`config.mk`:
```
export PLATFORM = sky130hd
export DESIGN_NAME = flux_drive_pair
export DESIGN_NICKNAME = d
export VERILOG_FILES = /design/src/flux_pkg.sv /design/src/apb_drive_regs.sv /design/src/disk_rotator.sv /design/src/drive_output_mux.sv /design/src/flux_drive_pair.sv /design/src/sony_drive.sv
export VERILOG_INCLUDE_DIRS = /design/src /design/src/src
export SDC_FILE = /design/constraint.sdc
export NUM_CORES = 1
export LEC_CHECK = 0
export BUFFER_PORTS_ARGS = -buffer_cell sky130_fd_sc_hd__buf_4
export CAP_MARGIN = 15
export CORE_ASPECT_RATIO = 2
export CORE_UTILIZATION = 30
export CTS_BUF_LIST = sky130_fd_sc_hd__clkbuf_8
export DETAILED_ROUTE_END_ITERATION = 10
export GPL_TIMING_DRIVEN = 0
export HOLD_SLACK_MARGIN = 0.15
export PLACE_DENSITY = 0.47
export SYNTH_ARGS = -nofsm -noshare
export SYNTH_HDL_FRONTEND = slang
export SYNTH_SLANG_ARGS = --single-unit
```
`constraint.sdc`:
```
create_clock -name CLK_14M -period 3.8 [get_ports CLK_14M]
set_input_delay 0.76 -clock CLK_14M [delete_from_list [all_inputs] [get_ports CLK_14M]]
set_output_delay 0.76 -clock CLK_14M [all_outputs]
set_load 0.005 [all_outputs]
```
`src/flux_consts.svh`:
```
// ====================================================================
// Floppy drive pair constants
// Drive geometry, disk timing, Sony codes and APB register map
// ====================================================================
`ifndef FLUX_CONSTS_SVH
`define FLUX_CONSTS_SVH

// Drive geometry
`define FD_NUM_DRIVES        2     // Drives behind the register port
`define FD_MAX_HEAD_POS      319   // 80 tracks in quarter-track units
`define FD_STEP_QUARTERS     4     // One full track per step

// Disk timing in CLK_14M cycles
`define FD_BIT_CELL          28    // 2 us bit cell of a 3.5 inch disk
`define FD_TRACK_BITS        64    // Fixed bits per track
`define FD_SPINUP_ROTATIONS  2     // Rotations before the drive is ready

// Sony commands, latched on the rising edge of phase 3
`define FD_CMD_DIR_IN        4'd0
`define FD_CMD_DIR_OUT       4'd4
`define FD_CMD_MOTOR_ON      4'd2
`define FD_CMD_MOTOR_OFF     4'd6

// Status sense registers with live content, most read low when true
`define FD_SENSE_STEP_DIR    4'h0
`define FD_SENSE_MOTOR       4'h2
`define FD_SENSE_DISK_IN     4'h8
`define FD_SENSE_WPROT       4'h9
`define FD_SENSE_TRACK0      4'hA
`define FD_SENSE_READY       4'hE

// APB register offsets
`define FD_ADDR_CTRL         8'h00
`define FD_ADDR_CFG          8'h04
`define FD_ADDR_STATUS       8'h08

`endif

```
`src/flux_pkg.sv`:
```
// ====================================================================
// Floppy drive pair shared types
// ====================================================================
`default_nettype none

package flux_pkg;

    // Stepper phase lines CA0 to CA3
    typedef logic [3:0] phases_t;

    // Head position in quarter tracks, 0 to 319
    typedef logic [8:0] head_pos_t;

    // Full track number, head position bits 8 to 2
    typedef logic [6:0] track_t;

    // Bit index within the current track
    typedef logic [16:0] bit_pos_t;

    // Byte address into track memory
    typedef logic [13:0] byte_addr_t;

    // Sense register index {side-select, phases 2 to 0}
    typedef logic [3:0] sense_idx_t;

endpackage

`default_nettype wire

```
`src/apb_drive_regs.sv`:
```
// ====================================================================
// APB register block for the floppy drive pair
// Holds CTRL and CFG, makes command and step strobes, returns STATUS
// ====================================================================
`default_nettype none
`include "flux_consts.svh"

module apb_drive_regs import flux_pkg::*; (
    input  logic                       CLK_14M,
    input  logic                       RESET,
    // APB slave
    input  logic                       psel,
    input  logic                       penable,
    input  logic                       pwrite,
    input  logic [7:0]                 paddr,
    input  logic [31:0]                pwdata,
    output logic [31:0]                prdata,
    output logic                       pready,
    output logic                       pslverr,
    // To the drives
    output logic [`FD_NUM_DRIVES-1:0]  cmd_strobe,
    output logic [`FD_NUM_DRIVES-1:0]  step_pulse,
    output logic                       step_dir,
    output sense_idx_t                 sense_idx,
    output logic [`FD_NUM_DRIVES-1:0]  sw_motor,
    output logic [`FD_NUM_DRIVES-1:0]  disk_in,
    output logic [`FD_NUM_DRIVES-1:0]  write_prot,
    output logic                       drive_sel,
    // From the output mux
    input  logic [15:0]                sel_status
);

    phases_t ctrl_phases;                    // CA3..CA0
    logic    ctrl_side;                      // Side-select line
    logic    ctrl_motor;                     // Software motor bit
    logic    ctrl_sel;                       // Drive select
    logic [`FD_NUM_DRIVES-1:0] cfg_disk;     // Disk in place per drive
    logic [`FD_NUM_DRIVES-1:0] cfg_wp;       // Write protect per drive

    logic    wr_ctrl;
    logic    cmd_edge;
    logic    step_edge;

    assign pready  = 1'b1;                   // No wait states
    assign pslverr = 1'b0;

    // Access phase write to CTRL
    assign wr_ctrl = psel && penable && pwrite && (paddr == `FD_ADDR_CTRL);

    // Old against new phase values of this write
    assign cmd_edge  = !ctrl_phases[3] && pwdata[3];     // Phase 3 rises
    assign step_edge = ctrl_phases[1] && !pwdata[1];     // Phase 1 falls

    // ================================================================
    // Registers and strobes
    // ================================================================
    always_ff @(posedge CLK_14M or posedge RESET) begin
        if (RESET) begin
            ctrl_phases <= '0;
            ctrl_side   <= 1'b0;
            ctrl_motor  <= 1'b0;
            ctrl_sel    <= 1'b0;
            cfg_disk    <= '0;
            cfg_wp      <= '0;
            cmd_strobe  <= '0;
            step_pulse  <= '0;
        end else begin
            cmd_strobe <= '0;                // Strobes last one cycle
            step_pulse <= '0;
            if (wr_ctrl) begin
                ctrl_phases <= pwdata[3:0];
                ctrl_side   <= pwdata[4];
                ctrl_motor  <= pwdata[5];
                ctrl_sel    <= pwdata[6];
                // Only the drive named by this write sees the edge
                for (int i = 0; i < `FD_NUM_DRIVES; i++) begin
                    cmd_strobe[i] <= cmd_edge && (pwdata[6] == 1'(i));
                    step_pulse[i] <= step_edge && (pwdata[6] == 1'(i));
                end
            end
            if (psel && penable && pwrite && (paddr == `FD_ADDR_CFG)) begin
                cfg_disk <= pwdata[1:0];
                cfg_wp   <= pwdata[3:2];
            end
        end
    end

    // Drive side signals
    assign step_dir   = ctrl_phases[0];      // CA0 high steps inward
    assign sense_idx  = {ctrl_side, ctrl_phases[2:0]};
    assign drive_sel  = ctrl_sel;
    assign disk_in    = cfg_disk;
    assign write_prot = cfg_wp;
    always_comb begin
        for (int i = 0; i < `FD_NUM_DRIVES; i++)
            sw_motor[i] = ctrl_motor && (ctrl_sel == 1'(i));
    end

    // Read data
    always_comb begin
        case (paddr)
            `FD_ADDR_CTRL:   prdata = {25'd0, ctrl_sel, ctrl_motor, ctrl_side, ctrl_phases};
            `FD_ADDR_CFG:    prdata = {28'd0, cfg_wp, cfg_disk};
            `FD_ADDR_STATUS: prdata = {16'd0, sel_status};
            default:         prdata = 32'd0;
        endcase
    end

    // Enable only ever follows a setup phase of the same transfer
    a_penable_psel: assert property (@(posedge CLK_14M) disable iff (RESET)
        penable |-> psel && $past(psel));

endmodule

`default_nettype wire

```
`src/disk_rotator.sv`:
```
// ====================================================================
// Disk rotator for one drive
// Walks the bit cells of the track and emits flux pulses for one bits
// ====================================================================
`default_nettype none
`include "flux_consts.svh"

module disk_rotator import flux_pkg::*; (
    input  logic       CLK_14M,
    input  logic       RESET,
    input  logic       spinning,
    input  logic       disk_in,
    output byte_addr_t track_addr,
    input  logic [7:0] track_data,       // Same-cycle read of track_addr
    output logic       flux,
    output logic       rotation_done
);

    localparam int CELL_W = $clog2(`FD_BIT_CELL + 1);
    localparam logic [CELL_W-1:0] CELL_FULL = CELL_W'(`FD_BIT_CELL);

    logic [CELL_W-1:0] cell_timer;       // Counts down through one bit cell
    bit_pos_t          bit_pos;
    logic              rotating;
    logic              cur_bit;

    assign rotating   = spinning && disk_in;
    assign track_addr = bit_pos[16:3];
    assign cur_bit    = track_data[3'd7 - bit_pos[2:0]];   // MSB first

    always_ff @(posedge CLK_14M or posedge RESET) begin
        if (RESET) begin
            cell_timer    <= CELL_FULL;
            bit_pos       <= '0;
            flux          <= 1'b0;
            rotation_done <= 1'b0;
        end else begin
            flux          <= 1'b0;
            rotation_done <= 1'b0;
            if (rotating) begin
                // Pulse at the start of a cell holding a one
                if ((cell_timer == CELL_FULL) && cur_bit)
                    flux <= 1'b1;
                if (cell_timer == CELL_W'(1)) begin
                    cell_timer <= CELL_FULL;
                    if (bit_pos == bit_pos_t'(`FD_TRACK_BITS - 1)) begin
                        bit_pos       <= '0;
                        rotation_done <= 1'b1;   // Index passed
                    end else begin
                        bit_pos <= bit_pos + 1'b1;
                    end
                end else begin
                    cell_timer <= cell_timer - 1'b1;
                end
            end else begin
                cell_timer <= CELL_FULL;         // Restart a whole cell later
            end
        end
    end

endmodule

`default_nettype wire

```
`src/drive_output_mux.sv`:
```
// ====================================================================
// Output mux for the drive pair
// ====================================================================
`default_nettype none
`include "flux_consts.svh"

module drive_output_mux import flux_pkg::*; (
    input  logic                      drive_sel,
    input  logic [`FD_NUM_DRIVES-1:0] sense,
    input  logic [`FD_NUM_DRIVES-1:0] flux,
    input  logic [`FD_NUM_DRIVES-1:0] ready,
    input  logic [`FD_NUM_DRIVES-1:0] spinning,
    input  track_t [`FD_NUM_DRIVES-1:0] track,
    output logic                      flux_transition,
    output logic [15:0]               sel_status
);

    assign flux_transition = flux[drive_sel];

    // STATUS word, track in 14:8, spinning, ready and sense at the bottom
    assign sel_status = {1'b0, track[drive_sel], 5'd0,
                         spinning[drive_sel], ready[drive_sel], sense[drive_sel]};

endmodule

`default_nettype wire

```
`src/flux_drive_pair.sv`:
```
// ====================================================================
// Floppy drive pair top level
// APB register block, two Sony drives and the output mux
// ====================================================================
`default_nettype none
`include "flux_consts.svh"

module flux_drive_pair import flux_pkg::*; (
    input  logic                             CLK_14M,
    input  logic                             RESET,
    input  logic                             psel,
    input  logic                             penable,
    input  logic                             pwrite,
    input  logic [7:0]                       paddr,
    input  logic [31:0]                      pwdata,
    output logic [31:0]                      prdata,
    output logic                             pready,
    output logic                             pslverr,
    output logic                             flux_transition,
    output byte_addr_t [`FD_NUM_DRIVES-1:0]  track_addr,      // One memory per drive
    input  logic [`FD_NUM_DRIVES-1:0][7:0]   track_data
);

    logic [`FD_NUM_DRIVES-1:0] cmd_strobe, step_pulse, sw_motor, disk_in, write_prot;
    logic [`FD_NUM_DRIVES-1:0] drv_sense, drv_flux, drv_ready, drv_spinning;
    track_t [`FD_NUM_DRIVES-1:0] drv_track;
    logic                      step_dir;
    logic                      drive_sel;
    sense_idx_t                sense_idx;
    logic [15:0]               sel_status;

    apb_drive_regs regs_i (
        .CLK_14M    (CLK_14M),    .RESET      (RESET),
        .psel       (psel),       .penable    (penable),
        .pwrite     (pwrite),     .paddr      (paddr),
        .pwdata     (pwdata),     .prdata     (prdata),
        .pready     (pready),     .pslverr    (pslverr),
        .cmd_strobe (cmd_strobe), .step_pulse (step_pulse),
        .step_dir   (step_dir),   .sense_idx  (sense_idx),
        .sw_motor   (sw_motor),   .disk_in    (disk_in),
        .write_prot (write_prot), .drive_sel  (drive_sel),
        .sel_status (sel_status)
    );

    // ================================================================
    // Drives
    // ================================================================
    for (genvar g = 0; g < `FD_NUM_DRIVES; g++) begin : g_drive
        sony_drive drive_i (
            .CLK_14M    (CLK_14M),         .RESET      (RESET),
            .cmd_strobe (cmd_strobe[g]),   .step_pulse (step_pulse[g]),
            .step_dir   (step_dir),        .sense_idx  (sense_idx),
            .sw_motor   (sw_motor[g]),     .disk_in    (disk_in[g]),
            .write_prot (write_prot[g]),   .track_addr (track_addr[g]),
            .track_data (track_data[g]),   .flux       (drv_flux[g]),
            .sense      (drv_sense[g]),    .ready      (drv_ready[g]),
            .spinning   (drv_spinning[g]), .track      (drv_track[g])
        );
    end

    drive_output_mux mux_i (
        .drive_sel       (drive_sel),
        .sense           (drv_sense),
        .flux            (drv_flux),
        .ready           (drv_ready),
        .spinning        (drv_spinning),
        .track           (drv_track),
        .flux_transition (flux_transition),
        .sel_status      (sel_status)
    );

endmodule

`default_nettype wire

```
`src/sony_drive.sv`:
```
// ====================================================================
// Sony 3.5 inch drive model
// Commands, head stepper, spin-up to ready and status sense lines
// ====================================================================
`default_nettype none
`include "flux_consts.svh"

module sony_drive import flux_pkg::*; (
    input  logic       CLK_14M,
    input  logic       RESET,
    input  logic       cmd_strobe,       // Phase 3 rising edge for this drive
    input  logic       step_pulse,       // Phase 1 falling edge for this drive
    input  logic       step_dir,         // Phase 0, high steps inward
    input  sense_idx_t sense_idx,
    input  logic       sw_motor,
    input  logic       disk_in,
    input  logic       write_prot,
    output byte_addr_t track_addr,
    input  logic [7:0] track_data,
    output logic       flux,
    output logic       sense,
    output logic       ready,
    output logic       spinning,
    output track_t     track
);

    localparam int SPIN_W = $clog2(`FD_SPINUP_ROTATIONS + 2);

    head_pos_t         head_pos;         // Quarter-track position
    logic              dir_out;          // Command direction, 1 = toward track 0
    logic              motor_cmd;        // Motor state set by Sony commands
    logic              spin_prev;
    logic [SPIN_W-1:0] spin_cnt;         // Index passes left before ready
    logic              rotation_done;

    assign track = head_pos[8:2];

    // ================================================================
    // Command decoder
    // ================================================================
    always_ff @(posedge CLK_14M or posedge RESET) begin
        if (RESET) begin
            dir_out   <= 1'b0;           // Inward after reset
            motor_cmd <= 1'b0;
        end else if (cmd_strobe) begin
            case (sense_idx)             // Side-select high gives 8..15, ignored
                `FD_CMD_DIR_IN:    dir_out <= 1'b0;
                `FD_CMD_DIR_OUT:   dir_out <= 1'b1;
                `FD_CMD_MOTOR_ON:  if (disk_in) motor_cmd <= 1'b1;
                `FD_CMD_MOTOR_OFF: motor_cmd <= 1'b0;
                default: ;
            endcase
        end
    end

    // ================================================================
    // Head stepper
    // ================================================================
    always_ff @(posedge CLK_14M or posedge RESET) begin
        if (RESET) begin
            head_pos <= '0;
        end else if (step_pulse && spinning) begin
            if (step_dir) begin
                // Toward track 79, stops on the last full track
                if (head_pos <= head_pos_t'(`FD_MAX_HEAD_POS - `FD_STEP_QUARTERS))
                    head_pos <= head_pos + head_pos_t'(`FD_STEP_QUARTERS);
            end else if (head_pos >= head_pos_t'(`FD_STEP_QUARTERS)) begin
                head_pos <= head_pos - head_pos_t'(`FD_STEP_QUARTERS);
            end else begin
                head_pos <= '0;          // Clamp at track 0
            end
        end
    end

    // ================================================================
    // Motor and ready
    // ================================================================
    always_ff @(posedge CLK_14M or posedge RESET) begin
        if (RESET) begin
            spinning  <= 1'b0;
            spin_prev <= 1'b0;
            spin_cnt  <= '0;
            ready     <= 1'b0;
        end else begin
            spinning  <= sw_motor || motor_cmd;
            spin_prev <= spinning;
            if (!spinning) begin
                ready    <= 1'b0;        // Drops right after the motor stops
                spin_cnt <= '0;
            end else if (!spin_prev && disk_in) begin
                // First index pass only starts a full rotation
                spin_cnt <= SPIN_W'(`FD_SPINUP_ROTATIONS + 1);
                ready    <= 1'b0;
            end else if (rotation_done && (spin_cnt != '0)) begin
                spin_cnt <= spin_cnt - 1'b1;
                if (spin_cnt == SPIN_W'(1))
                    ready <= 1'b1;       // Last spin-up rotation done
            end
        end
    end

    // Status sense, most lines active low
    always_comb begin
        case (sense_idx)
            `FD_SENSE_STEP_DIR: sense = dir_out;
            `FD_SENSE_MOTOR:    sense = ~motor_cmd;
            `FD_SENSE_DISK_IN:  sense = ~disk_in;
            `FD_SENSE_WPROT:    sense = ~write_prot;
            `FD_SENSE_TRACK0:   sense = (track != '0);       // High when off track 0
            `FD_SENSE_READY:    sense = ~ready;
            4'h1, 4'h3, 4'h6, 4'hB, 4'hF: sense = 1'b1;      // Fixed high lines
            default:            sense = 1'b0;
        endcase
    end

    disk_rotator rotator_i (
        .CLK_14M       (CLK_14M),
        .RESET         (RESET),
        .spinning      (spinning),
        .disk_in       (disk_in),
        .track_addr    (track_addr),
        .track_data    (track_data),
        .flux          (flux),
        .rotation_done (rotation_done)
    );

    // Head never leaves the 80-track range
    a_head_range: assert property (@(posedge CLK_14M) disable iff (RESET)
        head_pos <= head_pos_t'(`FD_MAX_HEAD_POS));

endmodule

`default_nettype wire
```
Word level (Yosys, flattened, before mapping)
Index checks and enable logic that the tools add are counted.
{"block": "word_totals", "regBits": 95, "in_bits": 61, "output_inout_bits": 63, "word_cells": 195}
{"block": "classes", "add_sub_neg": 12, "order_cmp": 7, "n_eq_ne": 29, "muxes": 60, "bitwise": 10, "reduce_logical": 47}
{"cell": "$mux W9", "count": 6}
{"cell": "$pmux W15 S3", "count": 1}
{"cell": "$add A17 B1 Y17 const B", "count": 2}
{"cell": "$eq A17 B6 Y1 const B", "count": 2}
{"cell": "$mux W17", "count": 2}
{"cell": "$mux W1", "count": 30}
{"cell": "$eq A4 B4 Y1 const B", "count": 6}
{"cell": "$logic_and A1 B1 Y1", "count": 22}
{"cell": "$mux W5", "count": 4}
{"cell": "$add A9 B3 Y9 const B", "count": 2}
{"cell": "$ge A9 B3 Y1 const B", "count": 2}
{"cell": "$le A9 B9 Y1 const B", "count": 2}
{"cell": "$sub A9 B3 Y9 const B", "count": 2}
{"cell": "$mux W2", "count": 8}
{"cell": "$reduce_and A2 Y1", "count": 8}
{"cell": "$mux W7", "count": 2}
{"cell": "$pmux W1 S7", "count": 2}
{"cell": "$reduce_bool A7 Y1", "count": 2}
{"cell": "$ne A3 B3 Y1 const B", "count": 4}
{"cell": "$eq A5 B1 Y1 const B", "count": 2}
{"cell": "$eq A5 B5 Y1 const B", "count": 2}
{"cell": "$not A1 Y1", "count": 10}
{"cell": "$sub A5 B1 Y5 const B", "count": 2}
{"cell": "$eq A4 B2 Y1 const B", "count": 2}
{"cell": "20 further kinds", "count": 38}

Logic depth before layout (Yosys ltp)
{"block": "logic_depth", "ltp_word": 6, "depth_mapped": 8, "mapped_depth_nobuf": 7}

By module
A second synthesis with hierarchy kept.
{"block": "hier_totals", "hier_cells": 582, "area_unflattened_um2": 5816.8}
{"module": "disk_rotator", "instances": 2, "cells_per_inst": 123, "area_per_inst_um2": 1318.8}
{"module": "sony_drive", "instances": 2, "cells_per_inst": 106, "area_per_inst_um2": 959.7}
{"module": "apb_drive_regs", "instances": 1, "cells_per_inst": 105, "area_per_inst_um2": 1038.5}
{"module": "drive_output_mux", "instances": 1, "cells_per_inst": 19, "area_per_inst_um2": 221.5}

Worst setup path before layout
No wires, ideal clock.
{"block": "synth_path", "kind": "input to output", "startpoint": "in paddr[1]", "endpoint": "out prdata[0]", "arrival_ns": 1.798, "path_slack_ns": 1.242, "stages": 5, "path_buffers": 0, "cell_sequence": "nor4_2 -> nand4b_1 -> a21oi_1 -> o311ai_1 -> nand2_1"}
{"block": "synth_between", "elab_chain_len": 2, "elab_cells_between_ends": 4}
{"element": "from (decl)", "line_no": "flux_drive_pair.sv:14", "source": "input logic [7:0] paddr,"}
{"element": "$eq A8 B4 Y1, or another cell as far along", "line_no": "apb_drive_regs.sv:101", "source": "case (paddr)"}
{"element": "$pmux W15 S3 *", "line_no": "apb_drive_regs.sv:101"}
{"element": "to (decl)", "line_no": "flux_drive_pair.sv:16", "source": "output logic [31:0] prdata,"}
Mark *: on every way between the ends. The rest lies on a longest branch, timed or not.

Worst setup path after layout
Ends and elaborated chain as after synthesis.

==> results.txt <==
----------------------------------------------------
[Cells and area]
  Antenna diode count ... 0
  Core Util, Final ... 37.0%
  Post-layout nets ... 786
  Share of layout cells above drive strength 1 ... 25.7%
  Synth-to-Final Area Change ... 20.6%

[STA]
  RSZ-0062 raised after global routing ... no
  Clk_skew ... 0.0208 ns
  Final-report hold violation count ... 0
  Final worst-path cycle share ... 84.6%
  Final-report setup violation count ... 0
  Timing-limited maximum frequency ... 311 MHz
  Count of pins over their slew limit ... 0
  Slack of the critical path ... 0.586 ns
  Worst Max-Slew Pin Slew ... 0.751 ns
  Worst slew margin relative to its limit ... 49.6%
  Min Clock Period, post-route ... 3.21 ns

[Setup path]
  Worst Path Max Fanout ... 8
  Capture instance of the worst register-to-register path ... g_drive[1].drive_i.head_pos[6]
  CP startpoint ... paddr[1]
  CP arrival ... 2.45 ns
  Number of cells on the worst reg-to-reg path ... 6
  Kind of capture point of the worst setup path ... primary output
  Setup crit start kind ... input pin
  Maximum cell stage delay along the critical path ... 0.48 ns
  Critical path required time ... 3.04 ns
  R2r setup slk ... 1.66 ns
  Cell occurring most often along the worst timing path ... sky130_fd_sc_hd__buf_4
  Critical path endpoint ... prdata[0]
  Worst r2r src ... g_drive[1].drive_i.head_pos[4]
  Critical Path Slowest Stage Cell ... sky130_fd_sc_hd__nand4b_1
  List of cells traversed by the critical path ... buf_4 > nor4_2 > nand4b_1 > a21oi_1 > o311ai_1 > nand2_1 > buf_4
  Type of the setup path with the least slack ... in2out

[Clocking]
  Source-to-sink clock delay at the later pin of the worst-skew pair ... 0.38 ns
  Clock slew seen by the registers of the worst setup and hold paths ... 0.10 ns
  Clock buffer depth ... 2
  Post-CTS sizing ... 0
  Number of setup buffers added after CTS ... 0
  Count of hold-fix buffers inserted at cts ... 0
  TritonCTS clock tree ... yes
  Cell at the root of the clock tree ... sky130_fd_sc_hd__clkbuf_8
  CTS Buf Count ... 9
  Number of clock sinks seen by CTS ... 91
  H-tree depth ... 3

[Power and ir drop]
  Internal power summed over all cells ... 1.40 mW
  Reported leakage power ... 3.23 nW
  Power density of the placed cells ... 269 nW/µm²
  Total power of the final layout ... 1.82 mW
  Switching Power ... 0.416 mW
  Logic gate share of total power ... 5.4%
  Share of power burned in the clock network ... 41.1%
  Sequential share of power ... 53.5%
  Worst voltage drop across the vdd grid ... 0.156 mV
  Switching part of the total power ... 22.9%

[Logic synthesis]
  Number of cells produced by synthesis ... 600
  Share of the yosys chip area belonging to registers ... 40.7%
  Number of synthesized register bits ... 91
  Dominant synthesized flop cell ... sky130_fd_sc_hd__dfrtp_1
  Syn Area/Cell ... 9.34 µm²
  Yosys warns ... 0
  Number of distinct library cells after synthesis ... 66
  Netlist Area Pre-Place ... 5610 µm²
  Most used standard cells in the synthesized netlist ... 85 x sky130_fd_sc_hd__dfrtp_1, 54 x sky130_fd_sc_hd__nand2_1, 48 x sky130_fd_sc_hd__buf_4
  Synth top area share ... 37.9%
  Number of synthesized flops with an enable pin ... 0
  Fraction of synthesis flops using an asynchronous set or reset pin ... 100%
  Cell with the most instances after synthesis ... sky130_fd_sc_hd__dfrtp_1
  Ranking of synthesized cells by area ... sky130_fd_sc_hd__dfrtp_1 38%, sky130_fd_sc_hd__buf_4 6.4%, sky130_fd_sc_hd__ha_1 4.2%, sky130_fd_sc_hd__nand2_1 3.6%, sky130_fd_sc_hd__mux2i_1 3.6%
  Top cell type by total area after synthesis ... sky130_fd_sc_hd__dfrtp_1

[Route]
  Pre-antenna DRT Iters ... 4
  Number of nets still failing antenna checks after routing ... 0
  Wire length per cell after detailed routing ... 15.7 µm
  Via total after detailed routing ... 4632
  Routed WL ... 14.5 mm
  Detailed-route vias per instance ... 5.00
  DR iter-0 viols ... 144
  DR DRC count ... 0

[Global route]
  Vias in the first global route ... 4662
  Overall fraction of global-route tracks in use ... 15.5%
  Wire length of the first global-routing pass ... 23.6 mm
  Total grt overflow ... 0
  Pin count of the biggest net entering global routing ... 48
  Initial antenna violation count ... 0

[Die]
  Initial core utilization ... 30.6%
  Floorplan die height ... 195 µm
  Count of standard-cell rows ... 70
  Total Die Area ... 19300 µm²
  Horizontal extent of the die ... 98.7 µm
  Ports ... 124
  Core area ... 18300 µm²

[Placement]
  Buffers added on ports ... 76
  Dpl ws ... 0.614 ns
  Weighted congestion at the end of routability-driven global placement ... 0.832
  Detailed placement HPWL ... 11.1 mm

[Status]
  Result of the run ... finished, final reports clean

[Job]
  Max-Cap Viols ... 0

[Worst hold path]
  Path class of the lowest-slack min-delay path ... in2async

----------------------------------------------------
==> worst min-delay path by stage <==
| stage | start | end | slack (ns) | cells after the start |
|---|---|---|---|---|
| CTS | regs_i.cmd_strobe[1] | g_drive[1].drive_i.motor_cmd | 0.49 | 1 |
| global placement | g_drive[0].drive_i.dir_out | g_drive[0].drive_i.dir_out | 0.46 | 2 |
| detailed placement | g_drive[1].drive_i.dir_out | g_drive[1].drive_i.dir_out | 0.48 | 2 |
| finish | RESET | g_drive[0].drive_i.head_pos[5] | 0.47 | 2 |
| floorplan | g_drive[0].drive_i.dir_out | g_drive[0].drive_i.dir_out | 0.44 | 2 |
| global route | regs_i.cmd_strobe[1] | g_drive[1].drive_i.motor_cmd | 0.51 | 1 |
==> registers in the layout, indices dropped and copies added (netlist names), 4 cells and up <==
register                              count
g_drive.drive_i.head_pos                 14
regs_i.ctrl_phases                        4
g_drive.drive_i.rotator_i.bit_pos        34
g_drive.drive_i.rotator_i.cell_timer     10
g_drive.drive_i.spin_cnt                  4
==> stage by stage <==
step                cell area, µm²  hold WS [ns]  cells  TNS [ns]
floorplan                     5670         0.441    618         0
global placement              6520         0.464    910    -61.38
detailed placement            6550         0.484    911         0
CTS                           6760         0.486    927         0
global route                  6760         0.508    927         0
finish                        6760         0.466    927         0
==> placed cells by master (no fill, tap or decap), types with 5 or more instances in the layout <==
cell type	n
sky130_fd_sc_hd__nor3b_1	7
sky130_fd_sc_hd__ha_1	19
sky130_fd_sc_hd__o21ai_0	35
sky130_fd_sc_hd__nor2_1	45
sky130_fd_sc_hd__buf_2	7
sky130_fd_sc_hd__nor4_1	7
sky130_fd_sc_hd__buf_4	124
sky130_fd_sc_hd__dfrtp_1	85
sky130_fd_sc_hd__a21oi_1	25
sky130_fd_sc_hd__nand2b_1	6
sky130_fd_sc_hd__nand4_1	12
sky130_fd_sc_hd__xnor2_1	22
sky130_fd_sc_hd__a31oi_1	7
sky130_fd_sc_hd__dfstp_2	6
sky130_fd_sc_hd__nand2_1	54
sky130_fd_sc_hd__nor2b_1	5
sky130_fd_sc_hd__clkbuf_1	15
sky130_fd_sc_hd__nand3_1	18
sky130_fd_sc_hd__nor3_1	20
sky130_fd_sc_hd__and2_1	5
sky130_fd_sc_hd__or3_1	5
sky130_fd_sc_hd__clkbuf_8	10
sky130_fd_sc_hd__and3_1	13
sky130_fd_sc_hd__mux2i_1	20
sky130_fd_sc_hd__mux2_2	10
sky130_fd_sc_hd__inv_1	24
sky130_fd_sc_hd__conb_1	20
sky130_fd_sc_hd__xor2_1	10
==> power groups by stage <==
stage	logic, mW	clock network (mW)	registers, mW
4_1_cts	0.100	0.776	0.973
5_1_grt	0.111	0.807	0.973
3_3_place_gp	0.0944	0	0.992
3_5_place_dp	0.100	0	0.991
6_report	0.0982	0.748	0.972
2_1_floorplan	0.0548	0	0.990
==> metal layers <==
layer  vias up  GRT usage (%)  wire (µm)  part of all wire (%)
met5         -              0          0                     0
met4         0           6.03        314                   2.2
met3        16           2.11        346                   2.4
met2        78           31.7       8550                    59
met1      2282           15.3       5320                    37
li1       2256              -          -                     -
==> cell families (layout without fill, tap and decap cells) <==
kind of cell               count (synthesis)  in the layout  synth area share [%]
and+or+nand+nor                          223            223                  21.3
xor gates and xnor gates                  32             32                  5.00
muxes                                     34             34                  7.19
AOI/OAI and AO/OA                        105            105                  11.8
DFF                                       91             91                  40.7
adders and majority gates                 19             19                  4.24
buffers and inverters                     94            187                  9.66
other                                      2             20                 0.134
==> final cells by class <==
class / count / area (µm²)
fillers: 1879 / 11500
multi-input cells: 433 / 2850
flip-flops and latches: 91 / 2280
repair buffers: 77 / 598
plain buffers: 71 / 455
well taps: 216 / 270
clock buffers: 10 / 138
inverters: 23 / 88.8
clock inverters: 6 / 81.3
==> worst max-delay path: cells and delay by family <==
family / cells / cell delay [ns]
AO/OA/AOI/OAI: 2 / 0.46
AND/OR/NAND/NOR: 3 / 1.00
buffers and inverters: 2 / 0.22
Power figures use the tool's default switching activity.
